[src/verilog/common_defs.svh]
`ifndef COMMON_DEFS_SVH
`define COMMON_DEFS_SVH

// bus geometry
`define ADDRESS_WIDTH 32
`define DATA_WIDTH    32
`define MASK_WIDTH    4

// top address bits pick the region
`define PREFIX_WIDTH  4

`define RAM_PREFIX    4'h0
`define UART_PREFIX   4'h8
`define TIMER_PREFIX  4'h9
`define GPIO_PREFIX   4'ha

// word address bits per slave, starting at address bit 2
`define RAM_ADDRESS_WIDTH   8
`define UART_ADDRESS_WIDTH  1
`define TIMER_ADDRESS_WIDTH 2
`define GPIO_ADDRESS_WIDTH  1

// register offsets (word index)
`define UART_REG_DATA     1'b0 // write side
`define UART_REG_STATUS   1'b0 // read side
`define TIMER_REG_CTRL    2'd0
`define TIMER_REG_COUNT   2'd1
`define TIMER_REG_COMPARE 2'd2
`define GPIO_REG_OUT      1'b0
`define GPIO_REG_IN       1'b1

// clocks per uart bit
`define UART_DIVISOR 4

`define ZERO_WORD {`DATA_WIDTH{1'b0}}
`define ZERO_BIT  1'b0

`endif

[src/verilog/bus_pkg.sv]
`default_nettype none

`include "common_defs.svh"

package bus_pkg;

    // request from the core
    typedef struct packed {
        logic                      read;
        logic                      write;
        logic [`ADDRESS_WIDTH-1:0] address;
        logic [`DATA_WIDTH-1:0]    data_wr;
        logic [`MASK_WIDTH-1:0]    mask;
    } bus_req_t;

    // per-slave request, address is already a word index
    typedef struct packed {
        logic                          read;
        logic                          write;
        logic [`RAM_ADDRESS_WIDTH-1:0] address; // widest slave, others use low bits
        logic [`DATA_WIDTH-1:0]        data_wr;
        logic [`MASK_WIDTH-1:0]        mask;
    } slave_req_t;

    typedef struct packed {
        logic [`DATA_WIDTH-1:0] data_rd;
        logic                   stall;
        logic                   interrupt;
    } bus_rsp_t;

    typedef enum logic [2:0] {
        REGION_RAM,
        REGION_UART,
        REGION_TIMER,
        REGION_GPIO,
        REGION_NONE
    } region_t;

    typedef enum logic [1:0] {
        UART_IDLE,
        UART_START,
        UART_DATA,
        UART_STOP
    } uart_state_t;

endpackage

`default_nettype wire

[src/verilog/uart_tx.sv]
`timescale 1ns/100ps
`default_nettype none

`include "common_defs.svh"

module uart_tx import bus_pkg::*; (
    input  wire             clk,
    input  wire             rst_n,
    input  wire slave_req_t req,
    output bus_rsp_t        rsp,
    output logic            txd
);

    localparam int DIV_W = $clog2(`UART_DIVISOR);

    uart_state_t state;
    logic [DIV_W-1:0] div_cnt;
    logic [2:0]       bit_cnt;
    logic [7:0]       shift_reg;
    logic             done;
    logic             busy;
    logic             data_wr_sel;
    logic             status_rd_sel;
    logic             bit_end;

    assign busy          = (state != UART_IDLE);
    assign data_wr_sel   = req.write && (req.address[`UART_ADDRESS_WIDTH-1:0] == `UART_REG_DATA);
    assign status_rd_sel = req.read && (req.address[`UART_ADDRESS_WIDTH-1:0] == `UART_REG_STATUS);
    assign bit_end       = (div_cnt == DIV_W'(`UART_DIVISOR - 1));

    always_ff @(posedge clk) begin
        if (!rst_n) begin
            state   <= UART_IDLE;
            div_cnt <= '0;
            bit_cnt <= '0;
            txd     <= 1'b1;
            done    <= `ZERO_BIT;
        end else begin
            if (status_rd_sel)
                done <= `ZERO_BIT; // read clears
            div_cnt <= busy ? div_cnt + 1'b1 : '0;
            case (state)
                UART_IDLE: if (data_wr_sel) begin
                    shift_reg <= req.data_wr[7:0];
                    txd       <= 1'b0; // start bit
                    state     <= UART_START;
                end
                UART_START: if (bit_end) begin
                    txd       <= shift_reg[0];
                    shift_reg <= shift_reg >> 1;
                    bit_cnt   <= '0;
                    state     <= UART_DATA;
                end
                UART_DATA: if (bit_end) begin
                    if (bit_cnt == 3'd7) begin
                        txd   <= 1'b1; // stop bit
                        state <= UART_STOP;
                    end else begin
                        txd       <= shift_reg[0];
                        shift_reg <= shift_reg >> 1;
                        bit_cnt   <= bit_cnt + 1'b1;
                    end
                end
                UART_STOP: if (bit_end) begin
                    done  <= 1'b1;
                    state <= UART_IDLE;
                end
                default: state <= UART_IDLE;
            endcase
        end
    end

    assign rsp.data_rd   = status_rd_sel ? {{(`DATA_WIDTH-2){1'b0}}, done, busy} : `ZERO_WORD;
    assign rsp.stall     = data_wr_sel && busy;
    assign rsp.interrupt = done;

    a_idle_line: assert property (@(posedge clk) disable iff (!rst_n) (state == UART_IDLE) |-> txd)
        else $error("uart_tx: line low while idle");

endmodule

`default_nettype wire

[config.mk]
export PLATFORM = sky130hd
export DESIGN_NAME = uart_tx
export DESIGN_NICKNAME = d
export VERILOG_FILES = /design/src/verilog/bus_pkg.sv /design/src/verilog/uart_tx.sv
export VERILOG_INCLUDE_DIRS = /design/src /design/src/verilog
export SDC_FILE = /design/constraint.sdc
export NUM_CORES = 1
export LEC_CHECK = 0
export BUFFER_PORTS_ARGS = -buffer_cell sky130_fd_sc_hd__buf_2
export CAP_MARGIN = 0
export CORE_MARGIN = 5
export CORE_UTILIZATION = 40
export DETAILED_ROUTE_END_ITERATION = 7
export PLACE_DENSITY_LB_ADDON = 0.15
export RECOVER_POWER = 25
export SETUP_SLACK_MARGIN = 0.4
export SLEW_MARGIN = 20
export SYNTH_ARGS = -nofsm -noshare
export SYNTH_HDL_FRONTEND = slang
export SYNTH_SLANG_ARGS = --single-unit
[constraint.sdc]
create_clock -name clk -period 3.2 [get_ports clk]
set_input_delay 0.16 -clock clk [delete_from_list [all_inputs] [get_ports clk]]
set_output_delay 0.16 -clock clk [all_outputs]
set_load 0.005 [all_outputs]
# After elaboration in Yosys (flattened, before gate mapping)
# Index checks and enable logic that the tools add are counted.
dict set report classes {
  eq_ne 11
  n_mux 24
  n_bitwise 1
  addsub 2
  n_reduce_logical 12
}
# cell count
set op_table {}
lappend op_table {{$mux 8} 4}
lappend op_table {{$pmux 8 s3} 1}
lappend op_table {{$mux 2} 6}
lappend op_table {{$ne 2x2->1 const B} 6}
lappend op_table {{$mux 3} 3}
lappend op_table {{$pmux 2 s4} 1}
lappend op_table {{$reduce_and 4->1} 2}
lappend op_table {{$mux 1} 7}
lappend op_table {{$eq 2x2->1 const B} 3}
lappend op_table {{$pmux 3 s2} 1}
lappend op_table {{$reduce_and 6->1} 1}
lappend op_table {{$reduce_and 5->1} 1}
lappend op_table {{$reduce_bool 2->1} 2}
lappend op_table {{$add 3x1->3 const B} 1}
lappend op_table {{$eq 3x3->1 const B} 1}
lappend op_table {{$logic_and 1x1->1} 3}
lappend op_table {{$pmux 1 s3} 1}
lappend op_table {{$reduce_bool 3->1} 1}
lappend op_table {{$add 2x1->2 const B} 1}
lappend op_table {{$eq 2x1->1 const B} 1}
lappend op_table {{$logic_not 2->1} 1}
lappend op_table {{$reduce_and 2->1} 1}
lappend op_table {{$not 1->1} 1}
dict set report word_totals {
  elab_cells 56
  regBits 17
  in_bits 48
}

# Depth between registers and ports, before layout
# Gate-level depths: netlist of the first run.
dict set report depth {
  depth_word 5
  ltp_mapped 6
  depth_no_buf 5
}

# Worst setup path before layout of the first run
# Ideal clock, no wire load.
dict set report synth_path {
  path_type {flip-flop to flip-flop}
  start {reg state[0]}
  end {reg shift_reg[0], enable pin}
  path_slack_ps 1131
  t_arrival_ps 1683
  path_stages_with_launch 6
  n_path_buf 1
  t_required_ps 2814
  cell_sequence {dfxtp_1 inv_1 ha_1 buf_6 o21ba_1 a211oi_1}
}
dict set report synth_between {
  elab_chain_cells 3
  elab_cells_between_ends 9
}
# element line_no
set synth_rtl {}
lappend synth_rtl {{start, declared} uart_tx.sv:16} ;# uart_state_t state;
lappend synth_rtl {{start signal, assigned} uart_tx.sv:33} ;# state <= UART_IDLE;
lappend synth_rtl {{start signal, assigned} uart_tx.sv:46} ;# state <= UART_START;
lappend synth_rtl {{start signal, assigned} uart_tx.sv:52} ;# state <= UART_DATA;
lappend synth_rtl {{$eq 2x2->1 (tied with other cells)} uart_tx.sv:42} ;# case (state)
lappend synth_rtl {{$ne 2x2->1 (no source line) / $reduce_bool 3->1 (equally long branches)} -}
lappend synth_rtl {{$reduce_and 6->1 (no source line) *} -}
lappend synth_rtl {{end signal, assigned} uart_tx.sv:44} ;# shift_reg <= req.data_wr[7:0];
lappend synth_rtl {{end signal, assigned} uart_tx.sv:50} ;# shift_reg <= shift_reg >> 1;
lappend synth_rtl {{end signal, assigned} uart_tx.sv:60} ;# shift_reg <= shift_reg >> 1;
lappend synth_rtl {{end, declared} uart_tx.sv:19} ;# logic [7:0] shift_reg;
# Every way passes the cells marked *; elsewhere a longest branch is shown, timed or not.
# A chain may end at the register's enable or synchronous reset.

# Worst setup path after layout of the first run
dict set report layout_path {
  start {reg state[0]}
  end {reg shift_reg[4], enable pin}
}
# Same word-level chain as after synthesis.

==> run_results.csv, run 1 <==
group,metric,value,unit
drt,wl,1910,um
placed_design,dp_cells,155,
global_route,antenna_found_initial,0,
drt,vias_per_cell,4.42,
final_layout,area_delta_synth_final,0.864,%
final_layout,nFillCells,292,
timing,fin_skew,0.00126,ns
final_layout,largest_reg_flops,8,
floorplan,coreArea,2760,sq um
flow_run,maxCapViolCount,0,
final_layout,seq_area,420,sq um
logic_synthesis,synth_seq_cells,17,
drt,dr.pass1.iters,2,
global_route,overflow,0,
timing,rsz0062_at_grt,"false",
timing,maxSlewViolCount,0,
critical_path,critPathLaunchType,"flip-flop",
critical_path,cp_cell_sequence,"inv_1, ha_1, o21ba_1, a211oi_1, buf_4",
power,leakagePower,0.533,nW
critical_path,end_kind,"flip-flop",
timing,period_share,57.6,%
placed_design,place_hpwl,1460,um
cts,post_cts_buffers,0,
timing,fmaxAchievable,0.543,GHz
logic_synthesis,syn-cell-area,1160,sq um
drt,ant_nets,0,
cts,cts_tree,"yes",
cts,cts.path.max_buffers,2,
global_route,grt_pass1_wl,2930,um
global_route,grt_pass1_vias,643,
critical_path,required,3.22,ns
power,total_power,0.775,mW
timing,post-route-min-period,1.84,ns
global_route,globalRouteTotalUtil,8.99,%
drt,vias,702,
logic_synthesis,synth.yosys.warnings,0,
cts,clock_latency,0.30,ns
critical_path,arrival,1.87,ns
critical_path,slowest_stage,"dfxtp_1",
timing,fin_tns_setup,0,ns
final_layout,diodes,0,
critical_path,cp_top_family,"compound AO/OA/AOI/OAI gates",
worst_hold_path,hold_class,"primary input to flip-flop",
critical_path,max_stage_delay,0.42,ns
final_layout,layout-drive-gt1-share,23.4,%
floorplan,pin_count,83,
logic_synthesis,synth.distinct_cells,31,
logic_synthesis,syn_inst,112,
cts,cts-buffers-inserted,3,
floorplan,start_util,42.0,%
timing,setup_viol,0,
cts,h-tree-depth,1,
global_route,grt_max_degree,13,
placed_design,numPortBuffers,17,
timing,finalHoldViolCount,0,
floorplan,num_rows,19,
cts,cts_root_buf,"clkbuf_4",
power,p_per_area,663,nW/um^2
floorplan,die_area,4070,sq um
drt,wire_per_inst,12.0,um
final_layout,multi_input_area,579,sq um
drt,drc,0,
floorplan,die_w,63.8,um
final_layout,final_nets,185,
cts,postCtsHoldBufs,0,
final_layout,final_cells,159,
critical_path,crit_fanout,10,
cts,path_clk_slew,0.11,ns
logic_synthesis,ys_seq_area_share,36.3,%
placed_design,gp_congestion,0.710,
power,ir_drop,0.000470,V
floorplan,dieHeight,63.8,um
run_status,status,"completed",
critical_path,criticalPathCategory,"flip-flop to flip-flop",
drt,first_iter_violations,33,
logic_synthesis,syn_avg_cell_area,10.3,sq um
cts,clock-sinks,17,
critical_path,path_buf_inv,2,
cts,ctsResizeCount,0,
[layout by cell type (no fill, tap or decap), types with 2 or more instances in the layout]
| cell | count |
|---|---|
| conb_1 | 30 |
| o21ba_1 | 2 |
| a21boi_0 | 2 |
| nand2b_1 | 4 |
| o21a_1 | 2 |
| nor2_1 | 4 |
| ha_1 | 8 |
| inv_1 | 3 |
| o211ai_1 | 3 |
| nand2_1 | 6 |
| and3b_1 | 2 |
| nor2b_1 | 3 |
| mux2_2 | 7 |
| buf_2 | 15 |
| nand3_1 | 2 |
| edfxtp_1 | 8 |
| dfxtp_1 | 9 |
| clkbuf_4 | 3 |
[stage by stage]
stage          instance area (sq um)  util, %  worst slack [ns]  hold slack [ns]
2_1_floorplan                   1270        -              1.13            0.334
3_3_place_gp                    1140     41.4              1.42            0.414
3_5_place_dp                    1140     41.4              1.40            0.415
4_1_cts                         1170     42.4              1.37            0.128
5_1_grt                         1170     42.4              1.26            0.125
6_report                        1170     42.4              1.36            0.145
[worst register-to-register path: stages, from the launching register on]
cell and delay (ns):
dfxtp_1 0.42, inv_1 0.09, ha_1 0.33, o21ba_1 0.25, a211oi_1 0.25, buf_4 0.22
[synth_stat cells, drive strengths merged]
library cell  count  area, sq um
edfxtp            8          240
a211oi            2         20.0
nand2b            4         25.0
nand3b            1         7.51
nand3             2         10.0
nor3b             1         7.51
o21ba             2         20.0
mux2              8         90.1
mux2i             1         10.0
nand2             6         22.5
inv               3         11.3
nor2              4         15.0
dfxtp             9          180
clkbuf            2         7.51
o31a              1         8.76
o211ai            3         22.5
buf              33          249
o311ai            1         8.76
nor2b             3         18.8
ha                8          100
o211a             1         10.0
conb              1         3.75
and3b             2         17.5
o21a              2         15.0
a221oi            1         15.0
a21boi            2         15.0
a22oi             1         7.51
[cells by family (layout without fill, tap and decap cells)]
| family | count (synthesis) | count (layout) | synth area share [%] |
|---|---|---|---|
| compound gates | 16 | 16 | 12.3 |
| fa+ha+maj | 8 | 8 | 8.64 |
| buf+inv | 38 | 25 | 23.1 |
| flops | 17 | 17 | 36.3 |
| mux | 9 | 9 | 8.64 |
| other cells | 1 | 30 | 0.324 |
| simple gates | 23 | 23 | 10.7 |
[routing by layer]
layer,up-vias,part of all wire (%),global-route usage [%]
met5,-,0,0
met4,0,1.5,3.90
met3,4,9.6,4.20
met2,31,44,13.1
met1,313,45,11.3
li1,354,-,-
[report_power, final]
group	internal [mW]	switching (mW)
combinational	0.159	0.175
sequential	0.298	0.0225
clock	0.0467	0.0749
[path summary, 6_finish.rpt]
kind | start | to | slack (ns) | cells past startpoint
setup reg to reg | state[0]$_SDFFE_PN0P_ | shift_reg[4]$_DFFE_PP_ | 1.36 | 5
hold reg to reg | div_cnt[0]$_SDFF_PN0_ | div_cnt[0]$_SDFF_PN0_ | 0.43 | 1
hold / removal | req[11] | shift_reg[7]$_SDFFCE_PN0P_ | 0.14 | 2
setup / recovery | state[0]$_SDFFE_PN0P_ | shift_reg[4]$_DFFE_PP_ | 1.36 | 5
[area by class of cell]
type,instances,share of cell area (%)
clock inverters,1,0.428
well taps,31,3.32
inverters,3,0.964
multi-input cells,86,49.6
repair buffers,18,7.82
clock buffers,3,1.93
flip-flops and latches,17,36.0
Note: power is estimated with default switching activity, not from simulation.
==> run 2, diff against run 1 <==
- ABC_AREA: unset -> 1
- clock period: 3.2 -> 1.7 ns (I/O delays scaled with it)
==> run 2 against run 1 <==
Non-clock buffer count up 4. Critical endpoint is now shift_reg[6]$_DFFE_PP_. Utilization grew 5.1 points. Area after synthesis down 2.8%. Synthesized cell count up 28%. Highest routed layer is now met3. Clock power up 76%. Largest power group unchanged. Die area down 2.4%.
==> run_results.csv, run 2 <==
group,metric,value,unit
critical_path,required,1.69,ns
timing,post-route-min-period,1.41,ns
floorplan,pin_count,83,
placed_design,place_area,1180,sq um
run_status,status,"completed",
logic_synthesis,syn_avg_cell_area,7.87,sq um
timing,rsz0062_at_grt,"true",
critical_path,criticalPathCategory,"flip-flop to flip-flop",
critical_path,slowest_stage,"dfxtp_2",
logic_synthesis,syn_inst,143,
logic_synthesis,ys_top_cells_by_count,"nand2_1 (40), buf_4 (31), inv_1 (16)",
logic_synthesis,synth-edff-count,8,
critical_path,cp_top_family,"simple AND/OR/NAND/NOR gates",
floorplan,coreArea,2730,sq um
critical_path,path_buf_inv,0,
global_route,grt_max_degree,11,
timing,fmaxAchievable,0.707,GHz
global_route,grt_pass1_vias,742,
global_route,antenna_found_initial,0,
critical_path,cp_cell_sequence,"ha_1, ha_2, nand2_2, nand3_2, nor2_4",
final_layout,final_cells,197,
timing,fin_tns_setup,0,ns
cts,cts_tree,"yes",
timing,fin_skew,0.00284,ns
cts,postCtsHoldBufs,0,
floorplan,num_rows,19,
logic_synthesis,ys_seq_area_share,37.3,%
cts,cts_root_buf,"clkbuf_4",
placed_design,dp_cells,189,
final_layout,final_cell_mix,"nand2_1 (36), conb_1 (30), buf_2 (16)",
final_layout,area_delta_synth_final,15.2,%
flow_run,maxCapViolCount,0,
global_route,grt_pass1_wl,3030,um
logic_synthesis,yosysMostFrequentCell,"nand2_1",
drt,vias_per_cell,4.12,
placed_design,gp_congestion,0.762,
worst_hold_path,hold_class,"primary input to flip-flop",
timing,period_share,83.2,%
global_route,grt_util_met2,16.9,%
drt,drc,0,
placed_design,place_hpwl,1530,um
placed_design,pre_cts_slack,0.158,ns
logic_synthesis,yosysTopAreaCellShare,21.3,%
timing,finalHoldViolCount,0,
critical_path,arrival,1.40,ns
final_layout,largest_reg_flops,8,
floorplan,start_util,41.2,%
cts,clock_latency,0.29,ns
drt,vias,811,
logic_synthesis,ys.flop_type,"dfxtp_1",
cts,path_clk_slew,0.10,ns
logic_synthesis,synth.yosys.warnings,0,
drt,wl,2040,um
drt,dr.pass1.iters,4,
final_layout,nFillCells,281,
timing,maxSlewViolCount,0,
drt,wire_per_inst,10.3,um
final_layout,final_nets,223,
global_route,overflow,0,
floorplan,dieHeight,63.1,um
global_route,globalRouteTotalUtil,9.37,%
global_route,top_usage_layer,"met2",
floorplan,die_area,3980,sq um
final_layout,diodes,0,
logic_synthesis,synth_seq_cells,17,
cts,cts.path.max_buffers,2,
critical_path,end_kind,"flip-flop",
global_route,grt_use_met3,4.26,%
global_route,grtUsageMet1,10.0,%
timing,setup_viol,0,
logic_synthesis,yosysTopAreaCell,"edfxtp_1",
power,p_per_area,1250,nW/um^2
cts,h-tree-depth,1,
timing,setup_ws,0.285,ns
final_layout,final_area,1300,sq um
floorplan,die_w,63.1,um
final_layout,final_common_cell,"nand2_1",
logic_synthesis,async_flop_share,0,%
logic_synthesis,synth.distinct_cells,21,
drt,ant_nets,0,
final_layout,layout-drive-gt1-share,30.1,%
cts,clock-sinks,17,
critical_path,crit_fanout,8,
drt,first_iter_violations,27,
critical_path,max_stage_delay,0.33,ns
cts,cts-buffers-inserted,3,
timing,fin_hold_ws,0.0557,ns
power,ir_drop,0.000820,V
power,leakagePower,0.640,nW
placed_design,numPortBuffers,17,
logic_synthesis,syn-cell-area,1130,sq um
logic_synthesis,ys_top_cells_by_area,"edfxtp_1 (21%), buf_4 (21%), dfxtp_1 (16%)",
critical_path,critPathLaunchType,"flip-flop",
[run 2: where the power goes]
part | internal [mW] | switching (mW)
registers | 0.576 | 0.0556
logic | 0.317 | 0.459
clock network | 0.0874 | 0.127
[run 2: path summary, 6_finish.rpt]
check | slack (ns) | endpoint | cells past startpoint | from
max reg2reg | 0.29 | shift_reg[6]$_DFFE_PP_ | 5 | bit_cnt[0]$_SDFFE_PN0P_
max | 0.29 | shift_reg[6]$_DFFE_PP_ | 5 | bit_cnt[0]$_SDFFE_PN0P_
min reg2reg | 0.43 | div_cnt[0]$_SDFF_PN0_ | 1 | div_cnt[0]$_SDFF_PN0_
min | 0.06 | shift_reg[3]$_DFFE_PP_ | 3 | req[7]
[run 2: cell families after synthesis]
group	Yosys count	share of synthesized area, %
simple gates	58	21.0
buf+inv	49	26.8
flops	17	37.3
compound gates	10	5.67
fa+ha+maj	8	8.89
other cells	1	0.333
[run 2: per-layer routing]
layer  routed length [um]  part of all wire, %  up-vias
li1                     -                    -      428
met1                  780                   38      362
met2                 1110                   55       21
met3                  141                  6.9        0
met4                    0                    0        0
met5                    0                    0        -
[run 2: stage by stage]
| stage | util (%) | power, mW |
|---|---|---|
| 4_1_cts | 46.1 | 1.56 |
| 6_report | 47.5 | 1.62 |
| 3_5_place_dp | 43.0 | 1.26 |
| 5_1_grt | 47.5 | 1.75 |
| 3_3_place_gp | 43.0 | 1.25 |
| 2_1_floorplan | - | 1.15 |
[run 2: area by class of cell]
type                       instances  area, sq um  area share, %
multi-input combinational        106          612           47.2
sequential                        17          429           33.1
timing repair buffer              22          121           9.35
inverter                          17         68.8           5.30
tap                               31         38.8           2.99
clock buffer                       3         22.5           1.74
clock inverter                     1         5.00          0.386
[run 2: worst min-delay path, cell delays in order]
cell     delay (ns)
buf_2          0.07
nand2_1        0.04
nand2_1        0.05
[run 2: timing repair]
action	in CTS	in global routing
pin swaps	3	3
gates resized for setup	11	9
setup endpoints to repair	23	15
setup buffers	3	1
==> run 3, diff against run 2 <==
- ABC_AREA: 1 -> 0
- clock period: 1.7 -> 1.4 ns (I/O delays scaled with it)
==> run 3 against run 2 <==
Die area grew 2.4%. The run now ends with negative setup slack left. Register-to-register slack lost 0.42 ns. Highest routed layer is now met4. Global-route usage grew 1.2 points. Critical path depth grew 1. Worst hold slack lost 0.0038 ns. Sequential cell count is the same. Largest cell class unchanged. Sequential power grew 21%. Cell area grew 20%. Via count grew 1.6%. Critical path type unchanged. Critical endpoint is now shift_reg[1]$_DFFE_PP_. Clock skew grew 0.0060 ns.
==> run_results.csv, run 3 (synthesized netlist as in run 1, its figures left out) <==
group,metric,value,unit
global_route,overflow,0,
placed_design,pre_cts_slack,-0.190,ns
power,combPwrFrac,61.0,%
final_layout,nFillCells,243,
final_layout,layout-drive-gt1-share,50.7,%
timing,post-route-min-period,1.53,ns
floorplan,start_util,42.0,%
critical_path,end_kind,"flip-flop",
cts,h-tree-depth,1,
run_status,violations,"negative setup slack",
drt,first_iter_violations,1,
timing,setup_viol,14,
flow_run,maxCapViolCount,0,
run_status,status,"complete, but fails checks",
cts,path_clk_slew,0.12,ns
timing,rsz0062_at_grt,"true",
power,p_switching,0.909,mW
cts,clock-sinks,17,
drt,wl,2350,um
drt,wire_per_inst,13.0,um
cts,cts-buffers-inserted,3,
floorplan,die_area,4070,sq um
placed_design,gp_congestion,0.752,
drt,ant_nets,0,
timing,period_share,110,%
cts,cts.path.max_buffers,2,
drt,vias_per_cell,4.55,
global_route,antenna_found_initial,0,
final_layout,area_delta_synth_final,33.9,%
power,p_int,1.78,mW
timing,finalHoldViolCount,0,
final_layout,final_nets,207,
power,p_sw_share,33.7,%
power,ir_drop,0.00114,V
power,p_per_area,1740,nW/um^2
power,p_clk_share,10.6,%
floorplan,die_w,63.8,um
floorplan,dieHeight,63.8,um
floorplan,pin_count,83,
global_route,globalRouteTotalUtil,10.5,%
final_layout,largest_reg_flops,8,
drt,vias,824,
global_route,grt_max_degree,12,
cts,cts_tree,"yes",
critical_path,arrival,1.56,ns
drt,drc,0,
placed_design,dp_cells,166,
cts,cts_root_buf,"clkbuf_4",
final_layout,final_common_cell,"conb_1",
placed_design,numPortBuffers,17,
final_layout,final_cells,181,
cts,clock_latency,0.30,ns
global_route,grt_pass1_vias,772,
timing,fmaxAchievable,0.652,GHz
floorplan,num_rows,19,
critical_path,criticalPathCategory,"flip-flop to flip-flop",
critical_path,critPathLaunchType,"flip-flop",
global_route,grt_pass1_wl,3380,um
timing,setup_ws,-0.134,ns
timing,fin_skew,0.00885,ns
critical_path,required,1.43,ns
floorplan,coreArea,2760,sq um
worst_hold_path,hold_class,"primary input to flip-flop",
final_layout,final_cell_mix,"conb_1 (30), buf_2 (16), buf_4 (14)",
drt,dr.pass1.iters,3,
critical_path,crit_fanout,8,
final_layout,diodes,0,
timing,maxSlewViolCount,0,
power,p_seq_share,28.4,%
placed_design,place_hpwl,1700,um
power,leakagePower,0.707,nW
==> run 3: critical path, stage by stage, from the launching register on <==
cell      delay (ns)
dfxtp_2         0.35
ha_4            0.16
ha_4            0.17
nand2_4         0.06
o311ai_4        0.10
a211oi_4        0.27
buf_12          0.16
==> run 3: power by group through the flow <==
| stage | logic [mW] | clock network, mW | registers (mW) |
|---|---|---|---|
| CTS | 1.15 | 0.294 | 0.759 |
| global placement | 1.08 | 0 | 0.760 |
| finish | 1.64 | 0.285 | 0.765 |
| floorplan | 0.875 | 0 | 0.750 |
| detailed placement | 1.09 | 0 | 0.763 |
| global route | 1.76 | 0.320 | 0.778 |
==> run 3: final timing paths <==
path,from,endpoint,slack (ns),depth (start not counted)
hold / removal,req[11],shift_reg[7]$_SDFFCE_PN0P_,0.05,2
setup / recovery,bit_cnt[0]$_SDFFE_PN0P_,shift_reg[1]$_DFFE_PP_,-0.13,6
setup reg to reg,bit_cnt[0]$_SDFFE_PN0P_,shift_reg[1]$_DFFE_PP_,-0.13,6
hold reg to reg,div_cnt[0]$_SDFF_PN0_,div_cnt[0]$_SDFF_PN0_,0.45,1
==> run 3: cell type report <==
type                       instances  area [sq um]  share of cell area [%]
inverter                           3          16.3                    1.05
clock inverter                     1          7.51                   0.484
timing repair buffer              40           308                    19.8
tap                               31          38.8                    2.50
sequential                        17           430                    27.7
clock buffer                       3          22.5                    1.45
multi-input combinational         86           728                    46.9
==> run 3: what timing repair did <==
item / in CTS / in global routing
setup buffers: 4 / 7
pin swaps: 7 / 12
gates resized for setup: 14 / 23
endpoints found under the setup margin: 27 / 28
hold buffers: 0 / 0
==> run 3: through the flow <==
step	TNS [ns]	hold WS, ns	utilization, %	total power [mW]	instance area [sq um]
after global placement	-2.73	0.363	47.6	1.84	1310
final	-1.27	0.0519	56.3	2.69	1550
after detailed placement	-3.00	0.368	47.6	1.85	1310
after floorplan	-1.43	0.244	-	1.62	1360
after global routing	-2.22	0.0424	56.3	2.86	1550
after CTS	-2.16	0.0465	51.2	2.21	1410
==> run 3: metal layers <==
metal / vias up / wire length, um / track usage [%]
li1: 399 / - / -
met1: 391 / 885 / 11.4
met2: 27 / 1260 / 18.1
met3: 7 / 155 / 3.33
met4: 0 / 56 / 5.71
met5: - / 0 / 0
